### src/sdram_pkg.sv
// Widths, timing constants, host codes, SDRAM opcodes, sequencer states and packed structs
package sdram_pkg;

    // Host side
    localparam int ADDR_W = 25;
    localparam int DATA_W = 16;

    // Chip geometry
    localparam int BANK_W = 2;
    localparam int ROW_W  = 13;
    localparam int COL_W  = 10;

    // A10 selects auto-precharge or all banks
    localparam int AP_BIT = 10;

    // Timing
    localparam int CAS_LATENCY         = 2;
    localparam int REFRESH_IDLE_CYCLES = 128;
    localparam int REFRESH_CNT_W       = $clog2(REFRESH_IDLE_CYCLES);

    // Single-location write, CAS 2, interleaved, burst of one
    localparam logic [ROW_W-1:0] MODE_WORD = {
        3'b000,
        1'b1,
        2'b00,
        3'(CAS_LATENCY),
        1'b1,
        3'b000
    };

    // Host command codes
    localparam logic [1:0] HOST_CMD_READ  = 2'b01;
    localparam logic [1:0] HOST_CMD_WRITE = 2'b10;

    // Chip command for the current cycle
    typedef enum logic [2:0] {
        NOP,
        PRECHARGE_ALL,
        AUTO_REFRESH,
        LOAD_MODE,
        ACTIVE,
        READ_AP,
        WRITE_AP
    } sdram_op_t;

    typedef enum logic [4:0] {
        INIT_START,
        INIT_NOP0,
        INIT_PRECHARGE,
        INIT_NOP1,
        INIT_REF0,
        INIT_NOP2,
        INIT_NOP3,
        INIT_REF1,
        INIT_NOP4,
        INIT_NOP5,
        INIT_LOAD,
        INIT_DONE,
        RD_SETUP,
        RD_ACTIVE,
        RD_CMD,
        RD_WAIT,
        RD_DATA,
        WR_SETUP,
        WR_ACTIVE,
        WR_CMD,
        WR_DONE,
        REF_SETUP,
        REF_PRECHARGE,
        REF_NOP0,
        REF_AUTO0,
        REF_NOP1,
        REF_NOP2,
        REF_AUTO1,
        REF_NOP3,
        REF_END,
        IDLE
    } seq_state_t;

    // Request held for the whole command
    typedef struct packed {
        logic              write;
        logic [BANK_W-1:0] bank;
        logic [ROW_W-1:0]  row;
        logic [COL_W-1:0]  col;
        logic [DATA_W-1:0] wr_data;
    } host_req_t;

    typedef struct packed {
        logic              cke;
        logic              cs_n;
        logic              ras_n;
        logic              cas_n;
        logic              we_n;
        logic [1:0]        dqm;
        logic [BANK_W-1:0] ba;
        logic [ROW_W-1:0]  addr;
    } sdram_pins_t;

endpackage

### src/sdram_cmd_encoder.sv
// Opcode to SDRAM command pin encoder with bank, row and column address muxing
`timescale 1ns/1ps

module sdram_cmd_encoder
    import sdram_pkg::*;
(
    input  sdram_op_t    op,
    input  host_req_t    req,
    output sdram_pins_t  pins
);

    logic [ROW_W-1:0] col_addr;

    // A12 and A11 stay low, A10 asks for auto-precharge
    always_comb begin
        col_addr                = '0;
        col_addr[COL_W-1:0]     = req.col;
        col_addr[AP_BIT]        = 1'b1;
    end

    always_comb begin
        // NOP with data masked
        pins.cke   = 1'b1;
        pins.cs_n  = 1'b0;
        pins.ras_n = 1'b1;
        pins.cas_n = 1'b1;
        pins.we_n  = 1'b1;
        pins.dqm   = 2'b11;
        pins.ba    = '0;
        pins.addr  = '0;

        case (op)
            PRECHARGE_ALL: begin
                pins.ras_n        = 1'b0;
                pins.we_n         = 1'b0;
                pins.addr[AP_BIT] = 1'b1;
            end
            AUTO_REFRESH: begin
                pins.ras_n = 1'b0;
                pins.cas_n = 1'b0;
            end
            LOAD_MODE: begin
                pins.ras_n = 1'b0;
                pins.cas_n = 1'b0;
                pins.we_n  = 1'b0;
                pins.addr  = MODE_WORD;
            end
            ACTIVE: begin
                pins.ras_n = 1'b0;
                pins.ba    = req.bank;
                pins.addr  = req.row;
            end
            READ_AP: begin
                pins.cas_n = 1'b0;
                pins.dqm   = 2'b00;
                pins.ba    = req.bank;
                pins.addr  = col_addr;
            end
            WRITE_AP: begin
                pins.cas_n = 1'b0;
                pins.we_n  = 1'b0;
                pins.dqm   = 2'b00;
                pins.ba    = req.bank;
                pins.addr  = col_addr;
            end
            default: ;
        endcase
    end

endmodule

### config.mk
export PLATFORM = sky130hd
export DESIGN_NAME = sdram_cmd_encoder
export DESIGN_NICKNAME = d
export VERILOG_FILES = /design/src/sdram_pkg.sv /design/src/sdram_cmd_encoder.sv
export SDC_FILE = /design/constraint.sdc
export NUM_CORES = 1
export LEC_CHECK = 0
export BUFFER_PORTS_ARGS = -buffer_cell sky130_fd_sc_hd__buf_4
export CAP_MARGIN = 20
export CELL_PAD_IN_SITES_DETAIL_PLACEMENT = 1
export CELL_PAD_IN_SITES_GLOBAL_PLACEMENT = 1
export CORE_MARGIN = 2
export CORE_UTILIZATION = 19
export DETAILED_ROUTE_END_ITERATION = 8
export GPL_TIMING_DRIVEN = 0
export PLACE_DENSITY = 0.95
export REMOVE_ABC_BUFFERS = 1
export SLEW_MARGIN = 20
export SYNTH_ARGS = -nofsm -noshare
export SYNTH_HDL_FRONTEND = slang
export SYNTH_SLANG_ARGS = --single-unit
### constraint.sdc
create_clock -name vclk -period 0.9
set_input_delay 0.09 -clock vclk [all_inputs]
set_output_delay 0.09 -clock vclk [all_outputs]
set_load 0.01 [all_outputs]
==> out/summary.txt <==
status: completed
Worst EP required: 0.81 ns
TNS Setup: 0 ns
clock period minus worst slack: 0.842 ns
unrepaired setup endpoints after global routing: yes
routability cong.: 0.617
Overall Power: 444 uW
mean post-synth cell area: 7.05 sq um
Antenna Violating Nets Remaining: 0
commonest cells in the netlist: mux2i_1, nand3b_1, and2_1, nand2_1, o21ai_0
CP arrival: 0.75 ns
Worst Path Class, Setup: in2out
Setup Fix Bufs, Post-CTS: 0
Total Routed Length: 1870 um
FFs & Latches: 0
Area Overhead vs Synth: 86.4%
die area: 2940 sq um
DRC: 0
Fin. Hold Viols: 0
antenna cells: 0
slowest cell on the critical path: mux2i_1
largest net degree at the start of global routing: 26
Setup violations, final: 0
LEAKAGE: 0.000461 uW
post-synth top area cell: mux2i_1
Rows: 18
Final Instance Area: 893 sq um
min-delay src: op[1]
post-synthesis cell count: 68
crit path launch type: input pin
Min-Delay Endpoint: pins[18]
cell family with most CP delay: buffers and inverters
CP cell instances: buf_16, mux2i_1, o21ai_1, and2_1, buf_4
Yosys Warn Count: 0
critical path fanouts, max: 7
die height: 54.2 um
Hold WC Path Type: in2out
crit-path max cell delay: 0.19 ns
Synth top area share: 23.0%
first-pass GRT wire length: 2890 um
First-pass DRT Iterations: 3
Yosys cell types: 19
Synth area leaders: mux2i_1, nand3b_1, and2_1
share of cells above drive strength 1: 52.3%
Max rail drop VDD: 0.165 mV
Vias: 643
critical path capture point type: output port
Fmax achieved: 1.19 GHz
vias per inst: 4.69
DRT iter0 DRCs: 2
Mapped Area: 479 sq um
Total GRT Usage: 13.0%
Power per Cell Area: 497 nW/um^2
final std cells w/o fill: 137
Tcrit/Tclk final: 93.6%
DR WL/cell: 13.6 um
Initial Util: 19.7%
core area: 2430 sq um
placed insts: 135
antenna violations before repair: 0
# clk buffers: 0
dpl cell area: 793 sq um
grt ovf: 0
Hold Buf Count CTS: 0
vias in the first global route: 637
hold depth: 3
sequential share of the synthesized area: 0%
number of port buffers: 48
die width: 54.2 um
MaxCap Viol Count: 0
sequential cell area: 0 sq um
Final Slew Violations: 0
io pins: 67
number of buffers and inverters on the critical path: 2
most instantiated library cell after synthesis: mux2i_1
fin nets: 154
-- cell type report --
cell class / instances / area, sq um
tap: 30 / 37.5
timing repair buffer: 50 / 448
multi-input combinational: 57 / 408
fill: 307 / 1540
-- report_power, final --
group / switching [uW] / internal, uW / total (uW) / leakage, uW
registers: 0 / 0 / 0 / 0
clock network: 0 / 0 / 0 / 0
logic: 179 / 265 / 444 / 0.000461
-- metal layers --
| layer | wire length (um) | GRT usage (%) | up-vias |
|---|---|---|---|
| li1 | - | - | 314 |
| met5 | 0 | 0 | - |
| met3 | 146 | 0.546 | 0 |
| met4 | 0 | 0 | 0 |
| met1 | 660 | 13.9 | 298 |
| met2 | 1060 | 28.5 | 31 |
-- kinds of logic (layout without fill, tap and decap cells) --
group,count (synthesis),count (layout),share of synthesized area (%)
compound gates,11,11,13.8
xor+xnor,3,3,5.48
buf+inv,11,50,17.5
mux,12,12,25.3
other cells,2,2,1.57
simple gates,29,29,36.3
-- cell usage in the layout (no fill, tap or decap) --
| cell type | n |
|---|---|
| buf_16 | 2 |
| buf_8 | 1 |
| mux2i_1 | 11 |
| nand3b_1 | 8 |
| buf_4 | 44 |
| mux2_2 | 1 |
| and3_2 | 2 |
| conb_1 | 2 |
| o21ai_0 | 5 |
| nor2_2 | 1 |
| nand2_1 | 7 |
| and3_1 | 2 |
| xor2_1 | 3 |
| nand2b_1 | 1 |
| buf_6 | 2 |
| and2_4 | 1 |
| and2_1 | 6 |
| o221ai_1 | 3 |
| nand2b_4 | 1 |
| o21ai_1 | 3 |
| clkbuf_16 | 1 |
-- metrics by stage --
| step | worst slack [ns] | util [%] | hold slack, ns |
|---|---|---|---|
| floorplan | 0.289 | - | 0.260 |
| global placement | -0.161 | 32.6 | 0.511 |
| detailed placement | -0.190 | 32.6 | 0.510 |
| CTS | 0.0184 | 35.2 | 0.502 |
| global route | -0.00915 | 36.7 | 0.524 |
| finish | 0.0577 | 36.7 | 0.501 |
-- how the worst max path moves through the flow --
| stage | start | slack [ns] | to | depth (start not counted) |
|---|---|---|---|---|
| CTS | op[1] | 0.02 | pins[7] | 5 |
| global placement | op[1] | -0.16 | pins[7] | 5 |
| floorplan | op[0] | 0.29 | pins[3] | 2 |
| detailed placement | op[1] | -0.19 | pins[7] | 5 |
| global route | op[1] | -0.009 | pins[4] | 5 |
| finish | op[1] | 0.06 | pins[4] | 5 |
-- repair_timing --
action                     4_1_cts  5_1_grt
setup endpoints to repair       16       12
gates resized for setup          9        5
gates cloned                     1        1
Power figures use the tool's default switching activity.
