File: config.mk
export PLATFORM = sky130hd
export DESIGN_NAME = sdram_req_capture
export DESIGN_NICKNAME = d
export VERILOG_FILES = /design/src/sdram_pkg.sv /design/src/sdram_req_capture.sv
export SDC_FILE = /design/constraint.sdc
export NUM_CORES = 1
export LEC_CHECK = 0
export ABC_AREA = 1
export BUFFER_PORTS_ARGS = -buffer_cell sky130_fd_sc_hd__buf_2
export CORE_ASPECT_RATIO = 1.2
export CORE_MARGIN = 2
export CORE_UTILIZATION = 43
export CTS_BUF_LIST = sky130_fd_sc_hd__clkbuf_4 sky130_fd_sc_hd__clkbuf_8 sky130_fd_sc_hd__clkbuf_16
export CTS_CLUSTER_DIAMETER = 120
export DETAILED_ROUTE_END_ITERATION = 6
export PLACE_DENSITY_LB_ADDON = 0.1
export SYNTH_ARGS = -nofsm -noshare
export SYNTH_HDL_FRONTEND = slang
export SYNTH_SLANG_ARGS = --single-unit
File: constraint.sdc
create_clock -name clk -period 1.6 [get_ports clk]
set_clock_uncertainty 0.1 [all_clocks]
set_input_delay 0.48 -clock clk [delete_from_list [all_inputs] [get_ports clk]]
set_output_delay 0.48 -clock clk [all_outputs]
set_load 0.02 [all_outputs]
File: src/sdram_pkg.sv
// Widths, timing constants, host codes, SDRAM opcodes, sequencer states and packed structs
package sdram_pkg;

    // Host side
    localparam int ADDR_W = 25;
    localparam int DATA_W = 16;

    // Chip geometry
    localparam int BANK_W = 2;
    localparam int ROW_W  = 13;
    localparam int COL_W  = 10;

    // A10 selects auto-precharge or all banks
    localparam int AP_BIT = 10;

    // Timing
    localparam int CAS_LATENCY         = 2;
    localparam int REFRESH_IDLE_CYCLES = 128;
    localparam int REFRESH_CNT_W       = $clog2(REFRESH_IDLE_CYCLES);

    // Single-location write, CAS 2, interleaved, burst of one
    localparam logic [ROW_W-1:0] MODE_WORD = {
        3'b000,
        1'b1,
        2'b00,
        3'(CAS_LATENCY),
        1'b1,
        3'b000
    };

    // Host command codes
    localparam logic [1:0] HOST_CMD_READ  = 2'b01;
    localparam logic [1:0] HOST_CMD_WRITE = 2'b10;

    // Chip command for the current cycle
    typedef enum logic [2:0] {
        NOP,
        PRECHARGE_ALL,
        AUTO_REFRESH,
        LOAD_MODE,
        ACTIVE,
        READ_AP,
        WRITE_AP
    } sdram_op_t;

    typedef enum logic [4:0] {
        INIT_START,
        INIT_NOP0,
        INIT_PRECHARGE,
        INIT_NOP1,
        INIT_REF0,
        INIT_NOP2,
        INIT_NOP3,
        INIT_REF1,
        INIT_NOP4,
        INIT_NOP5,
        INIT_LOAD,
        INIT_DONE,
        RD_SETUP,
        RD_ACTIVE,
        RD_CMD,
        RD_WAIT,
        RD_DATA,
        WR_SETUP,
        WR_ACTIVE,
        WR_CMD,
        WR_DONE,
        REF_SETUP,
        REF_PRECHARGE,
        REF_NOP0,
        REF_AUTO0,
        REF_NOP1,
        REF_NOP2,
        REF_AUTO1,
        REF_NOP3,
        REF_END,
        IDLE
    } seq_state_t;

    // Request held for the whole command
    typedef struct packed {
        logic              write;
        logic [BANK_W-1:0] bank;
        logic [ROW_W-1:0]  row;
        logic [COL_W-1:0]  col;
        logic [DATA_W-1:0] wr_data;
    } host_req_t;

    typedef struct packed {
        logic              cke;
        logic              cs_n;
        logic              ras_n;
        logic              cas_n;
        logic              we_n;
        logic [1:0]        dqm;
        logic [BANK_W-1:0] ba;
        logic [ROW_W-1:0]  addr;
    } sdram_pins_t;

endpackage

File: src/sdram_req_capture.sv
// Host request register with address split into bank, row and column
`timescale 1ns/1ps

module sdram_req_capture
    import sdram_pkg::*;
(
    input  logic                clk,
    input  logic                rst,
    input  logic                accept,
    input  logic [1:0]          cmd,
    input  logic [ADDR_W-1:0]   addr,
    input  logic [DATA_W-1:0]   wr_data,
    output host_req_t           req
);

    // Write flag steers the sequencer
    always_ff @(posedge clk) begin
        if (rst) begin
            req.write <= 1'b0;
        end else if (accept) begin
            req.write <= (cmd == HOST_CMD_WRITE);
        end
    end

    // Bank 24:23, row 22:10, column 9:0
    always_ff @(posedge clk) begin
        if (accept) begin
            req.bank    <= addr[ADDR_W-1 -: BANK_W];
            req.row     <= addr[COL_W +: ROW_W];
            req.col     <= addr[COL_W-1:0];
            req.wr_data <= wr_data;
        end
    end

endmodule

==> results of run 1 <==
worst register-to-register path: stages, from the launching register on:
cell and delay (ns):
dfxtp_1 0.33, o21bai_1 0.13, nor2_1 0.06
path summary, 6_finish.rpt:
check / from / endpoint / slack [ns]
max reg2reg: req[41]$_SDFFE_PP0P_ / req[41]$_SDFFE_PP0P_ / 0.89
max: req[14]$_DFFE_PP_ / req[14] / 0.12
min: addr[6] / req[22]$_DFFE_PP_ / 0.22
min reg2reg: req[41]$_SDFFE_PP0P_ / req[41]$_SDFFE_PP0P_ / 0.44
layout make-up:
class | count | area, um2
sequential | 42 | 1250
tap | 34 | 42.5
fill | 202 | 975
inverter | 2 | 7.51
clock inverter | 1 | 5.00
timing repair buffer | 88 | 455
multi-input combinational | 3 | 16.3
clock buffer | 7 | 58.8
metrics by stage:
step,utilization (%),power (uW)
3_3_place_gp,63.1,1610
2_1_floorplan,-,1470
5_1_grt,65.3,2220
3_5_place_dp,63.1,1620
4_1_cts,65.3,2150
6_report,65.3,2110
power by group through the flow:
stage          registers, uW  logic (uW)  clock network [uW]
2_1_floorplan           1460        3.47                   0
3_3_place_gp            1340         271                   0
3_5_place_dp            1350         274                   0
4_1_cts                 1320         274                 552
5_1_grt                 1330         291                 605
6_report                1320         271                 517
metal layers:
metal | up-vias | global-route usage [%] | wire length [um]
met4 | 0 | 4.81 | 0
met3 | 0 | 8.29 | 301
met1 | 326 | 14.4 | 746
li1 | 374 | - | -
met2 | 56 | 22.7 | 1120
met5 | - | 0 | 0
kinds of logic after synthesis:
family | after synthesis | share of synthesized area [%]
buffers and inverters | 2 | 0.589
AO/OA/AOI/OAI | 2 | 0.981
AND/OR/NAND/NOR | 1 | 0.294
flip-flops | 42 | 98.1
synthesized netlist by cell type:
cell,count
a21oi_1,1
nor2_1,1
dfxtp_1,1
o21bai_1,1
edfxtp_1,41
inv_1,2
==> summary.md, run 1 <==
| Metric | Value |
|---|---|
| Status | `completed` |
| Synth unique cells | `6` |
| Crit start category | `flip-flop` |
| Routed Wire Length | `2170 um` |
| Switching fraction of total power | `22.6%` |
| Sequential area share after synthesis | `98.1%` |
| Cts repair resizes | `0` |
| CP max FO | `1` |
| Grt ovf | `0` |
| Setup bufs post-CTS | `0` |
| Power Internal | `1630 uW` |
| Average size of a mapped cell | `27.1 um2` |
| Final Hold Viols | `0` |
| Clock power share | `24.5%` |
| Rel. slew slack | `85.7%` |
| Largest register by flop count | `req` |
| Root buffer cell | `clkbuf_4` |
| DRC Markers | `0` |
| Initial Util | `45.3%` |
| First-pass GRT wire length | `3200 um` |
| Die Height | `63.7 um` |
| Post-DRT Antenna Nets | `0` |
| Overall global routing resource usage | `14.0%` |
| Final Critical Period | `1.48 ns` |
| Antenna violations before repair | `0` |
| Final nets | `188` |
| Kind of path behind the tightest hold check | `input port to flip-flop` |
| Final TNS setup | `0 ns` |
| Syn nets | `93` |
| Stages on worst setup path | `1` |
| Max reg flops | `42` |
| Post-Syn Area | `0.00127 mm2` |
| Maxcap violations | `0` |
| Initial drt markers | `13` |
| Cells after DPL | `169` |
| Biggest regs | `req: 42 flops` |
| Max VDD drop | `0.790 mV` |
| Leak Pwr | `0.000819 uW` |
| Critical path buffers and inverters | `1` |
| Synth Warn # | `0` |
| Share of layout cells above drive strength 1 | `67.1%` |
| Reg power frac | `62.6%` |
| Worst r2r path cells | `2` |
| Wirelength per Cell | `12.2 um` |
| Std-Cell Rows | `21` |
| Total number of vias | `756` |
| Vias in the first global route | `713` |
| Clk slew on worst S/H paths | `0.11 ns` |
| Max clock buf depth | `2` |
| RD Place Congestion | `0.697` |
| Clk Latency, worst-skew pair | `0.33 ns` |
| CTS sink count | `42` |
| Smallest hold slack | `0.216 ns` |
| Largest net degree at the start of global routing | `44` |
| CTS tree | `done` |
| RSZ-0062 raised after global routing | `no` |
| H-tree depth | `2` |
| Diodes inserted | `0` |
| Delay-heaviest family, CP | `flip-flops` |
| Crit path DAT | `0.90 ns` |
| Combinational power share | `12.8%` |
| Non-filler instance count after layout | `177` |
| Top-area cell type share of the netlist area | `96.6%` |
| Pwr dens | `1150 mW/mm2` |
| I/O Buffers | `87` |
| Worst slew pin tran | `0.215 ns` |
| Period utilization | `92.4%` |
| Finish-stage setup viols | `0` |
| Commonest cells after routing, fill and taps aside | `87 x buf_2, 41 x edfxtp_1, 6 x clkbuf_4` |
| Die footprint | `0.00342 mm2` |
| Critical-path top delay cell | `edfxtp_1` |
| Worst Setup Slack, final | `0.122 ns` |
| CP required | `1.02 ns` |
| Area growth syn-to-layout | `44.1%` |
| Crit path kind | `flip-flop to output port` |
| Commonest non-fill, non-tap cell in the layout | `buf_2` |
| Placed Area | `0.00177 mm2` |
| #FFs+latches synth | `42` |
| CTS buffer count | `5` |
| Highest clock rate | `0.676 GHz` |
| Crit-path max cell delay | `0.40 ns` |
| Hold-fix buffers, CTS | `0` |
| Ports | `88` |
| Place WS | `0.331 ns` |
| Post-route cell area | `0.00184 mm2` |
| Post-synth top area cell | `edfxtp_1` |
| Critical Path End Type | `output port` |
| Switching power | `476 uW` |
| Max Slew Vio Count | `0` |
| Hold Path Stages | `1` |
| Post-Syn Instances | `47` |
| Largest cells by area after synthesis | `edfxtp_1 97%, dfxtp_1 1.6%, inv_1 0.59%, o21bai_1 0.59%, a21oi_1 0.39%` |
| DR pass1 iterations | `4` |
| Core ar. | `0.00281 mm2` |
| CP Cell Sequence | `buf_2` |
| Die Wd | `53.7 um` |
| Via/cell ratio | `4.27` |
No activity file was read; power rests on OpenSTA's default activity.
==> run 2, diff against run 1 <==
Settings changed: PLACE_DENSITY set to 0.83, PLACE_DENSITY_LB_ADDON 0.1 to unset.
==> run 2 against run 1 <==
Worst hold slack worse by 0.010 ns. Cell area stayed put. Combinational power is 1% higher. Die area stayed put.
==> summary.md, run 2 (synthesis results as in run 1) <==
| Metric | Value |
|---|---|
| Max VDD drop | `0.934 mV (+18%)` |
| Grt ovf | `0 (unchanged)` |
| Initial drt markers | `19 (+6)` |
| Cts repair resizes | `0 (unchanged)` |
| Die Wd | `53.7 um (unchanged)` |
| CTS sink count | `42 (unchanged)` |
| CTS buffer count | `5 (unchanged)` |
| Critical path buffers and inverters | `1 (unchanged)` |
| Via/cell ratio | `4.50 (+5.3%)` |
| Die footprint | `0.00342 mm2 (unchanged)` |
| Commonest non-fill, non-tap cell in the layout | `buf_2` |
| Finished Core Util | `65.3% (unchanged)` |
| Post-DRT Antenna Nets | `0 (unchanged)` |
| Total number of vias | `796 (+5.3%)` |
| Hold-fix buffers, CTS | `0 (unchanged)` |
| Ports | `88 (unchanged)` |
| Crit path kind | `flip-flop to output port` |
| Root buffer cell | `clkbuf_4` |
| Clk slew on worst S/H paths | `0.11 ns (about the same)` |
| Finish-stage setup viols | `0 (unchanged)` |
| CP Cell Sequence | `buf_2` |
| Crit start category | `flip-flop` |
| Largest register by flop count | `req` |
| Worst flop-to-flop path startpoint | `req[41]$_SDFFE_PP0P_` |
| Switching fraction of total power | `23.7% (+1.1 points)` |
| Routed Wire Length | `2420 um (+12%)` |
| H-tree depth | `2 (unchanged)` |
| Combinational power share | `13.0% (+0.2 points)` |
| DR pass1 iterations | `3 (-1)` |
| Std-Cell Rows | `21 (unchanged)` |
| Worst Setup Slack, final | `0.111 ns (-0.0109 ns)` |
| Non-filler instance count after layout | `177 (unchanged)` |
| Final nets | `188 (unchanged)` |
| Final Hold Viols | `0 (unchanged)` |
| Overall global routing resource usage | `16.4% (+2.4 points)` |
| Final TNS setup | `0 ns (unchanged)` |
| Leak Pwr | `0.000814 uW (-0.54%)` |
| Crit path DAT | `0.91 ns (about the same)` |
| Setup bufs post-CTS | `0 (unchanged)` |
| Initial Util | `45.3% (unchanged)` |
| Clock power share | `24.5% (about the same)` |
| RD Place Congestion | `0.693 (-0.53%)` |
| Die Height | `63.7 um (unchanged)` |
| Core ar. | `0.00281 mm2 (unchanged)` |
| RSZ-0062 raised after global routing | `no` |
| Status | `completed` |
| Antenna violations before repair | `0 (unchanged)` |
| First-pass GRT wire length | `3700 um (+16%)` |
| Max clock buf depth | `2 (unchanged)` |
| Critical path startpoint | `req[6]$_DFFE_PP_` |
| Power Internal | `1610 uW (-1.1%)` |
| Reg power frac | `62.5% (about the same)` |
| I/O Buffers | `87 (unchanged)` |
| Largest net degree at the start of global routing | `44 (unchanged)` |
| Smallest hold slack | `0.206 ns (-0.0105 ns)` |
| Worst slew pin tran | `0.211 ns (-0.00371 ns)` |
| Vias in the first global route | `822 (+15%)` |
| Fillers | `198 (-2.0%)` |
| Delay-heaviest family, CP | `flip-flops` |
| Commonest cells after routing, fill and taps aside | `87 x buf_2, 41 x edfxtp_1, 5 x clkbuf_4` |
| Kind of path behind the tightest hold check | `input port to flip-flop` |
| Share of layout cells above drive strength 1 | `67.1% (unchanged)` |
| Switching power | `501 uW (+5.3%)` |
| CP required | `1.02 ns (about the same)` |
| Maxcap violations | `0 (unchanged)` |
| HP Start | `addr[4]` |
| Area of the multi-input gates | `16.3 um2 (unchanged)` |
| Reg area | `0.00125 mm2 (unchanged)` |
| Pwr dens | `1150 mW/mm2 (+0.31%)` |
| Final Critical Period | `1.49 ns (+0.0109 ns)` |
| Highest clock rate | `0.672 GHz (-0.73%)` |
| Cells after DPL | `169 (unchanged)` |
| Rel. slew slack | `85.9% (+0.25 points)` |
| Clk Latency, worst-skew pair | `0.34 ns (about the same)` |
| Biggest regs | `req: 42 flops` |
| DPL Wire Length | `1870 um` |
| Critical Path End Type | `output port` |
| Area growth syn-to-layout | `44.1% (unchanged)` |
| Period utilization | `93.1% (+0.68 points)` |
| Max reg flops | `42 (unchanged)` |
| Diodes inserted | `0 (unchanged)` |
| Place WS | `0.294 ns (-0.0367 ns)` |
| Crit-path max cell delay | `0.40 ns (about the same)` |
| CTS tree | `done` |
| Wirelength per Cell | `13.7 um (+12%)` |
| Max Slew Vio Count | `0 (unchanged)` |
| CP max FO | `1 (unchanged)` |
| DRC Markers | `0 (unchanged)` |
| Critical-path top delay cell | `edfxtp_1` |
[run 2: path summary, 6_finish.rpt]
path	endpoint	slack (ns)	cells after the start
worst max-delay path	req[6]	0.11	1
worst min-delay path	req[20]$_DFFE_PP_	0.21	1
worst max register to register	req[41]$_SDFFE_PP0P_	0.88	2
worst min register to register	req[41]$_SDFFE_PP0P_	0.44	2
[run 2: through the flow]
stage               power, uW  instance area [um2]
floorplan                1470                 1270
global placement         1610                 1770
detailed placement       1620                 1770
CTS                      2140                 1840
global route             2220                 1840
finish                   2110                 1840
[run 2: per-layer routing]
metal | vias to the layer above | GRT usage [%] | wire, um
li1 | 375 | - | -
met3 | 11 | 5.92 | 296
met1 | 349 | 17.8 | 786
met2 | 61 | 25.3 | 1230
met5 | - | 0 | 0
met4 | 0 | 11.9 | 109
[run 2: layout make-up]
| type | instances | area share, % |
|---|---|---|
| clock buffers | 6 | 2.79 |
| clock inverters | 2 | 0.681 |
| multi-input cells | 3 | 0.886 |
| flip-flops and latches | 42 | 68.1 |
| well taps | 34 | 2.32 |
| repair buffers | 88 | 24.8 |
| inverters | 2 | 0.409 |
[run 2: power groups by stage]
| stage | logic, uW | clock network [uW] | registers [uW] |
|---|---|---|---|
| final | 275 | 518 | 1320 |
| after detailed placement | 277 | 0 | 1350 |
| after floorplan | 3.47 | 0 | 1460 |
| after global routing | 294 | 596 | 1330 |
| after CTS | 278 | 536 | 1320 |
| after global placement | 272 | 0 | 1340 |
