## config.mk

```make
export PLATFORM = sky130hd
export DESIGN_NAME = sdram_sequencer
export DESIGN_NICKNAME = d
export VERILOG_FILES = /design/src/sdram_pkg.sv /design/src/sdram_sequencer.sv
export SDC_FILE = /design/constraint.sdc
export NUM_CORES = 1
export LEC_CHECK = 0
export ABC_AREA = 1
export BUFFER_PORTS_ARGS = -buffer_cell sky130_fd_sc_hd__buf_2
export CAP_MARGIN = 40
export CORE_MARGIN = 4
export CORE_UTILIZATION = 51
export DETAILED_ROUTE_END_ITERATION = 7
export PLACE_DENSITY = 0.85
export SYNTH_ARGS = -nofsm -noshare
export SYNTH_HDL_FRONTEND = slang
export SYNTH_SLANG_ARGS = --single-unit
```

## constraint.sdc

```tcl
create_clock -name clk -period 4.25 [get_ports clk]
set_input_delay 0.425 -clock clk [delete_from_list [all_inputs] [get_ports clk]]
set_output_delay 0.425 -clock clk [all_outputs]
set_load 0.01 [all_outputs]
```

## src/sdram_pkg.sv

```systemverilog
// Widths, timing constants, host codes, SDRAM opcodes, sequencer states and packed structs
package sdram_pkg;

    // Host side
    localparam int ADDR_W = 25;
    localparam int DATA_W = 16;

    // Chip geometry
    localparam int BANK_W = 2;
    localparam int ROW_W  = 13;
    localparam int COL_W  = 10;

    // A10 selects auto-precharge or all banks
    localparam int AP_BIT = 10;

    // Timing
    localparam int CAS_LATENCY         = 2;
    localparam int REFRESH_IDLE_CYCLES = 128;
    localparam int REFRESH_CNT_W       = $clog2(REFRESH_IDLE_CYCLES);

    // Single-location write, CAS 2, interleaved, burst of one
    localparam logic [ROW_W-1:0] MODE_WORD = {
        3'b000,
        1'b1,
        2'b00,
        3'(CAS_LATENCY),
        1'b1,
        3'b000
    };

    // Host command codes
    localparam logic [1:0] HOST_CMD_READ  = 2'b01;
    localparam logic [1:0] HOST_CMD_WRITE = 2'b10;

    // Chip command for the current cycle
    typedef enum logic [2:0] {
        NOP,
        PRECHARGE_ALL,
        AUTO_REFRESH,
        LOAD_MODE,
        ACTIVE,
        READ_AP,
        WRITE_AP
    } sdram_op_t;

    typedef enum logic [4:0] {
        INIT_START,
        INIT_NOP0,
        INIT_PRECHARGE,
        INIT_NOP1,
        INIT_REF0,
        INIT_NOP2,
        INIT_NOP3,
        INIT_REF1,
        INIT_NOP4,
        INIT_NOP5,
        INIT_LOAD,
        INIT_DONE,
        RD_SETUP,
        RD_ACTIVE,
        RD_CMD,
        RD_WAIT,
        RD_DATA,
        WR_SETUP,
        WR_ACTIVE,
        WR_CMD,
        WR_DONE,
        REF_SETUP,
        REF_PRECHARGE,
        REF_NOP0,
        REF_AUTO0,
        REF_NOP1,
        REF_NOP2,
        REF_AUTO1,
        REF_NOP3,
        REF_END,
        IDLE
    } seq_state_t;

    // Request held for the whole command
    typedef struct packed {
        logic              write;
        logic [BANK_W-1:0] bank;
        logic [ROW_W-1:0]  row;
        logic [COL_W-1:0]  col;
        logic [DATA_W-1:0] wr_data;
    } host_req_t;

    typedef struct packed {
        logic              cke;
        logic              cs_n;
        logic              ras_n;
        logic              cas_n;
        logic              we_n;
        logic [1:0]        dqm;
        logic [BANK_W-1:0] ba;
        logic [ROW_W-1:0]  addr;
    } sdram_pins_t;

endpackage

```

## src/sdram_sequencer.sv

```systemverilog
// Command FSM with init, read, write and refresh paths plus idle refresh timer
`timescale 1ns/1ps

module sdram_sequencer
    import sdram_pkg::*;
(
    input  logic       clk,
    input  logic       rst,
    input  logic       ready,
    input  host_req_t  req,
    output logic       accept,
    output sdram_op_t  op,
    output logic       rd_sample,
    output logic       valid
);

    seq_state_t               state;
    seq_state_t               state_next;
    logic [REFRESH_CNT_W-1:0] refresh_cnt;
    logic                     refresh_due;

    assign refresh_due = (refresh_cnt == '0);
    assign accept      = (state == IDLE) && ready;

    always_ff @(posedge clk) begin
        if (rst) begin
            state       <= INIT_START;
            refresh_cnt <= REFRESH_CNT_W'(REFRESH_IDLE_CYCLES - 1);
        end else begin
            state <= state_next;
            // Counts only across an unbroken run of idle cycles
            if (state == IDLE) begin
                refresh_cnt <= refresh_cnt - 1'b1;
            end else begin
                refresh_cnt <= REFRESH_CNT_W'(REFRESH_IDLE_CYCLES - 1);
            end
        end
    end

    always_comb begin
        state_next = state;
        case (state)
            INIT_START:     state_next = INIT_NOP0;
            INIT_NOP0:      state_next = INIT_PRECHARGE;
            INIT_PRECHARGE: state_next = INIT_NOP1;
            INIT_NOP1:      state_next = INIT_REF0;
            INIT_REF0:      state_next = INIT_NOP2;
            INIT_NOP2:      state_next = INIT_NOP3;
            INIT_NOP3:      state_next = INIT_REF1;
            INIT_REF1:      state_next = INIT_NOP4;
            INIT_NOP4:      state_next = INIT_NOP5;
            INIT_NOP5:      state_next = INIT_LOAD;
            INIT_LOAD:      state_next = INIT_DONE;
            INIT_DONE:      state_next = IDLE;

            // Request lands in req here, so the read/write split happens now
            RD_SETUP:       state_next = req.write ? WR_ACTIVE : RD_ACTIVE;
            RD_ACTIVE:      state_next = RD_CMD;
            RD_CMD:         state_next = RD_WAIT;
            RD_WAIT:        state_next = RD_DATA;
            RD_DATA:        state_next = IDLE;

            WR_ACTIVE:      state_next = WR_CMD;
            WR_CMD:         state_next = WR_DONE;
            WR_DONE:        state_next = IDLE;

            REF_SETUP:      state_next = REF_PRECHARGE;
            REF_PRECHARGE:  state_next = REF_NOP0;
            REF_NOP0:       state_next = REF_AUTO0;
            REF_AUTO0:      state_next = REF_NOP1;
            REF_NOP1:       state_next = REF_NOP2;
            REF_NOP2:       state_next = REF_AUTO1;
            REF_AUTO1:      state_next = REF_NOP3;
            REF_NOP3:       state_next = REF_END;
            REF_END:        state_next = IDLE;

            IDLE: begin
                // A pending request beats a due refresh
                if (ready) begin
                    state_next = RD_SETUP;
                end else if (refresh_due) begin
                    state_next = REF_SETUP;
                end
            end

            default:        state_next = IDLE;
        endcase
    end

    always_comb begin
        case (state)
            INIT_PRECHARGE,
            REF_PRECHARGE:  op = PRECHARGE_ALL;
            INIT_REF0,
            INIT_REF1,
            REF_AUTO0,
            REF_AUTO1:      op = AUTO_REFRESH;
            INIT_LOAD:      op = LOAD_MODE;
            RD_ACTIVE,
            WR_ACTIVE:      op = ACTIVE;
            RD_CMD:         op = READ_AP;
            WR_CMD:         op = WRITE_AP;
            default:        op = NOP;
        endcase
    end

    assign valid     = (state == INIT_DONE) || (state == RD_DATA) || (state == WR_DONE);
    assign rd_sample = (state == RD_DATA);

endmodule

```

==> impl_results.md, run 1 <==
* Die height at about 57 microns
* # diodes at 0
* Synth warn at 0
* Clk Latency, worst-skew pair at 290 ps
* Clock root buffer: clkbuf_4
* Routability Congestion at 0.930
* Pint at between 400 and 500 uW
* TritonCTS clock tree: yes
* Combinational share of power at approximately two thirds
* Chip width at about 57 microns
* Final core occ at approximately 58%
* Post-synth net total at 235
* Grt ovf at 0
* Mean number of vias per cell at between 5 and 6
* First-pass DRT Iterations at 4
* Placed wire-length estimate at approximately 2000 microns
* Antenna Nets Post-Route at 0
* Clock power share at 9.2%
* Largest net degree at the start of global routing at 14
* Setup TNS at 0 ps
* Final period utilization at approximately three fifths
* Core area at roughly 2200 sq um
* Num CTS Buffers at 3
* RSZ-0062 raised after global routing: no
* Hold WC Path Type: reg2reg
* Max frequency at a little under 400 MHz
* Status: complete, no violations
* Distinct cells, synth at 27
* Clock transition at the registers of the reported paths at ~90 ps
* Synth area leaders: dfxtp_1 25%, nand2_1 15%, inv_1 6.8%
* # setup viols final at 0
* Worst Setup Slack, final at around 1700 ps
* Crit-path max FO at 13
* Post-Place Worst Slack at roughly 1800 ps
* Switching Power at slightly below 500 uW
* Worst relative slew slack at about two thirds
* Worst VDD drop at 0.000439 V
* Yosys reg bits at 15
* Avg Cell Area, Syn at about 6.5 sq um
* Die area at ~3200 sq um
* Worst-margin pin slew at 527 ps
* Count of input and output buffers at 9
* Number of global-route vias before repair at slightly above 1000
* Data arrival time of the worst path at 2720 ps
* DRC viols at 0
* Post-Route WL at about 2500 microns
* First-pass GRT wire length at 4460 microns
* Flop pwr share at between 20% and 30%
* Cts repair resizes at 0
* Syn Inst Count at roughly 190
* Worst Path Required at approximately 4500 ps
* # fillers at approximately 220
* Htree depth at 1
* Tot Pwr at ~910 uW
* Synthesized cell area at ~1200 sq um
* Min Tclk post-route at between 2000 and 3000 ps
* IO Count at just over 50
* Initial Utilization at between 50% and 60%
* Max Clock Skew at just under 4 ps
* Total track usage at about 17%
* Register area share after synthesis at about a quarter
* WS Path Type: reg2reg
* CP Capture Type: register
* CTS Hold Bufs at 0
* Share of cells above drive strength 1 at approximately 22%
* Max-cap viol count at 0
* Net Sw Frac at between 50 and 60%
* Pwr Density at roughly 700 nW/um^2
* Vias post-DR at about 1200
* Final Hold Vio Count at 0
* Clk buf depth at 2
* Clock tree sinks at 15
* Row Count at 17
* Startpoint Class: register
* DR iter-0 viols at 23
* Slew Viols, Final at 0
* Top cell type's share of synthesized area at ~25%
* WL/cell at 11.2 microns
* Leading area contributor after synthesis: dfxtp_1
* Area grow syn2layout at 7.36%
* Leak at ~0.00069 uW
* Initial antenna violation count at 0
* Buffer count from post-CTS setup fixing at 0
* Final net count at about 250
[synth_stat cells (all sizes together)]
library cell,n
nand2,60
nor2,33
inv,26
nand3,18
dfxtp,15
nand4,8
o21ai,7
ha,4
nand3b,4
buf,3
a21oi,2
o211ai,2
a22oi,1
clkinv,1
o2111ai,1
xnor2,1
[cell families (layout without fill, tap and decap cells)]
logic type      Yosys count  count (layout)  share of synthesized area [%]
simple gates            123             123                           53.2
buf+inv                  30              40                           10.4
flops                    15              15                           24.9
compound gates           13              13                           6.64
fa+ha+maj                 4               4                           4.15
xor+xnor                  1               1                          0.726
[sequential cells by signal, indices dropped and copies added (netlist names)]
register and count:
refresh_cnt 7, state 5, op 3
[area by class of cell]
| type | instances | area, sq um | area share (%) |
|---|---|---|---|
| multi-input combinational | 141 | 781 | 60.3 |
| timing repair buffer | 9 | 45.0 | 3.48 |
| clock buffer | 3 | 22.5 | 1.74 |
| tap | 28 | 35.0 | 2.71 |
| clock inverter | 1 | 7.51 | 0.580 |
| inverter | 27 | 104 | 8.02 |
| sequential | 15 | 300 | 23.2 |
[layout by cell type, fill, tap and decap left out, types with 4 or more instances in the layout]
cell      synthesis  layout
nand3_1          16      16
nand2_1          47      47
nand4_1           8       8
nand2_2          10      10
nor2_2            5       5
buf_2             2       9
inv_1            22      22
dfxtp_1          15      15
nand3b_1          4       4
o21ai_0           5       5
nor2_1           22      22
nor2_4            6       6
ha_1              4       4
[per-layer routing]
metal	global-route usage, %	part of all wire, %	up-vias
li1	-	-	617
met1	23.3	48	521
met2	27.4	48	24
met3	3.68	3.5	2
met4	4.07	0.44	0
met5	0	0	-
[worst paths after layout]
check                                     from              to  slack (ps)  depth (start not counted)
worst min-delay path            refresh_cnt[0]  refresh_cnt[0]         400                          1
worst max-delay path                  state[4]           op[1]        1720                         15
worst min register to register  refresh_cnt[0]  refresh_cnt[0]         400                          1
worst max register to register        state[4]           op[1]        1720                         15
[critical path: stages, from the launching register on]
cell and delay (ps):
dfxtp_1 660, inv_1 330, nor2_4 230, nand2_1 100, nand2_1 90, nor2_2 50, nand2_4 90, nand3_1 80
nand2_1 130, inv_1 90, ha_1 330, inv_1 50, nand2_1 60, nand2_1 40, nand2_1 60, nand2_1 40
[power groups by stage]
| stage | combinational [uW] | sequential [uW] | clock (uW) |
|---|---|---|---|
| 5_1_grt | 678 | 233 | 94.6 |
| 2_1_floorplan | 517 | 206 | 0 |
| 3_5_place_dp | 593 | 230 | 0 |
| 3_3_place_gp | 584 | 230 | 0 |
| 6_report | 601 | 227 | 84.4 |
| 4_1_cts | 597 | 227 | 87.3 |
[through the flow]
| step | cell area (sq um) | hold WS (ps) | cells |
|---|---|---|---|
| finish | 1290 | 398 | 224 |
| global placement | 1260 | 374 | 220 |
| CTS | 1290 | 401 | 224 |
| detailed placement | 1260 | 378 | 220 |
| floorplan | 1210 | 366 | 186 |
| global route | 1290 | 432 | 224 |
(Power assumes the default switching activity.)
==> run 2: changes to the inputs <==
--- a/config.mk
+++ b/config.mk
@@ -9,9 +9,9 @@
 export BUFFER_PORTS_ARGS = -buffer_cell sky130_fd_sc_hd__buf_2
 export CAP_MARGIN = 40
 export CORE_MARGIN = 4
-export CORE_UTILIZATION = 51
+export CORE_UTILIZATION = 43
 export DETAILED_ROUTE_END_ITERATION = 7
-export PLACE_DENSITY = 0.85
+export PLACE_DENSITY = 0.76
 export SYNTH_ARGS = -nofsm -noshare
 export SYNTH_HDL_FRONTEND = slang
 export SYNTH_SLANG_ARGS = --single-unit
==> constraint.sdc (replaced) <==
create_clock -name clk -period 2.3 [get_ports clk]
set_input_delay 0.23 -clock clk [delete_from_list [all_inputs] [get_ports clk]]
set_output_delay 0.23 -clock clk [all_outputs]
set_load 0.01 [all_outputs]
==> run 2 against run 1 <==
  * First-iteration DRC count grew to 3.7 times the previous value
  * Non-clock buffer count increased by 6
  * Maximum frequency rose by 19%
  * Largest cell class unchanged
  * Largest power group unchanged
==> impl_results.md, run 2 (synthesized netlist as in run 1, its figures left out) <==
* Hold path startpoint: rst
* Largest net degree at the start of global routing at 13
* WP depth at 14
* GRT Max-Usage Layer: met2
* Final Hold Vio Count at 0
* Family with the most delay on the worst path: simple AND/OR/NAND/NOR gates
* Share of cells above drive strength 1 at 25.2%
* RSZ-0062 raised after global routing: no
* Largest reg by FF count: refresh_cnt
* GRT met2 Usage at 25.3%
* Cts repair resizes at 0
* WL/cell at roughly 11 microns
* Antenna Nets Post-Route at 0
* FF-to-FF path depth at 14
* Hold path endpoint: refresh_cnt[1]
* Worst Setup Slack, final at approximately 180 ps
* Mean number of vias per cell at about 5.2
* Met3 Use GR at ~3.2%
* Routability Congestion at around 0.90
* Setup TNS at 0 ps
* Max-cap viol count at 0
* Die area at 3720 sq um
* Initial Utilization at a little under half
* Status: complete, no violations
* Vias post-DR at roughly 1200
* Min Tclk post-route at between 2000 and 2500 ps
* Worst relative slew slack at a little under 70%
* DRC viols at 0
* Worst VDD drop at about 0.00071 V
* Bufs and invs on worst path at 4
* Core area at 2570 sq um
* Count of input and output buffers at 9
* Clk Latency, worst-skew pair at between 200 and 300 ps
* Slew Viols, Final at 0
* Htree depth at 1
* CTS Hold Bufs at 0
* Clk buf depth at 2
* GRT met1 Usage at between 20% and 30%
* Num CTS Buffers at 3
* Worst path max stage delay at 330 ps
* Die height at roughly 61 microns
* Reg2reg end: op[1]
* Placed wire-length estimate at around 2100 microns
* CP Capture Type: register
* Max frequency at 473 MHz
* IO Count at 51
* Startpoint Class: register
* Clock tree sinks at 15
* Worst Path Required at ~2500 ps
* # fillers at 266
* Worst-margin pin slew at approximately 460 ps
* Max Clock Skew at approximately 4.9 ps
* Final net count at around 250
* Commonest non-fill, non-tap cell in the layout: nand2_1
* Initial antenna violation count at 0
* Clock root buffer: clkbuf_4
* CP Cell Sequence: inv_1, nor2_4, o211ai_1, inv_1, nor2_1, o2111ai_1, nand3_1, inv_1, ha_1, inv_1, nand2_1, nand2_1, nand2_1, nand2_1
* Row Count at 18
* Area grow syn2layout at 12.2%
* Max reg flops at 7
* DR iter-0 viols at 84
* Number of global-route vias before repair at 1062
* Hold Crit Depth at 3
* Slowest stage cell, crit path: ha_1
* Grt ovf at 0
* Chip width at 61.0 microns
* Buffer count from post-CTS setup fixing at 0
* First-pass DRT Iterations at 4
* Most frequent cells in the layout: 47 x nand2_1, 22 x inv_1, 22 x nor2_1
* Post-Place Worst Slack at ~160 ps
* Total track usage at about 16%
* WS Path Type: reg2reg
* Pwr Density at 1310 nW/um^2
* First-pass GRT wire length at 4460 microns
* Post-Route WL at 2570 microns
* Data arrival time of the worst path at between 2000 and 2500 ps
* Clock transition at the registers of the reported paths at ~80 ps
* # setup viols final at 0
* Leak at between 0.0007 and 0.0008 uW
* R2R setup slack at approximately 180 ps
* # diodes at 0
* Launching point of the worst reg2reg path: state[4]
* Hold WC Path Type: in2reg
* Final period utilization at between 90% and 100%
* Crit-path max FO at 11
* TritonCTS clock tree: yes
[run 2: how the worst max path moves through the flow]
| stage | from | to |
|---|---|---|
| floorplan | state[3] | op[1] |
| global placement | state[2] | op[1] |
| detailed placement | state[2] | op[1] |
| CTS | state[2] | op[1] |
| global route | state[0] | op[1] |
| finish | state[4] | op[1] |
[run 2: area by class of cell]
type,instances,area (sq um),share of cell area [%]
Timing Repair Buffer,15,103,7.58
Sequential cell,15,303,22.4
Inverter,27,104,7.67
Multi-Input combinational cell,141,781,57.7
Tap cell,30,37.5,2.77
Clock buffer,4,26.3,1.94
[run 2: stage by stage]
stage / area [sq um] / hold WS [ps] / power, uW / instances / util [%]
after floorplan: 1210 / 366 / 1330 / 186 / -
after global routing: 1350 / 258 / 1940 / 232 / 52.7
after CTS: 1350 / 247 / 1780 / 232 / 52.6
after global placement: 1330 / 375 / 1600 / 228 / 51.6
final: 1350 / 259 / 1780 / 232 / 52.7
after detailed placement: 1330 / 400 / 1630 / 228 / 51.6
[run 2: layer usage]
metal | up-vias | wire length, microns
met4 | 0 | 4
met2 | 35 | 1220
met5 | - | 0
met3 | 2 | 130
met1 | 548 | 1220
li1 | 628 | -
[run 2: where the power goes]
part / switching, uW / total [uW] / internal, uW
Sequential: 51.4 / 376 / 325
Clock: 77.5 / 145 / 67.3
Combinational: 797 / 1260 / 459
[run 2: tightest hold or removal path, stage by stage]
cell	delay, ps
buf_2	90
nor2_1	110
nand2_1	70
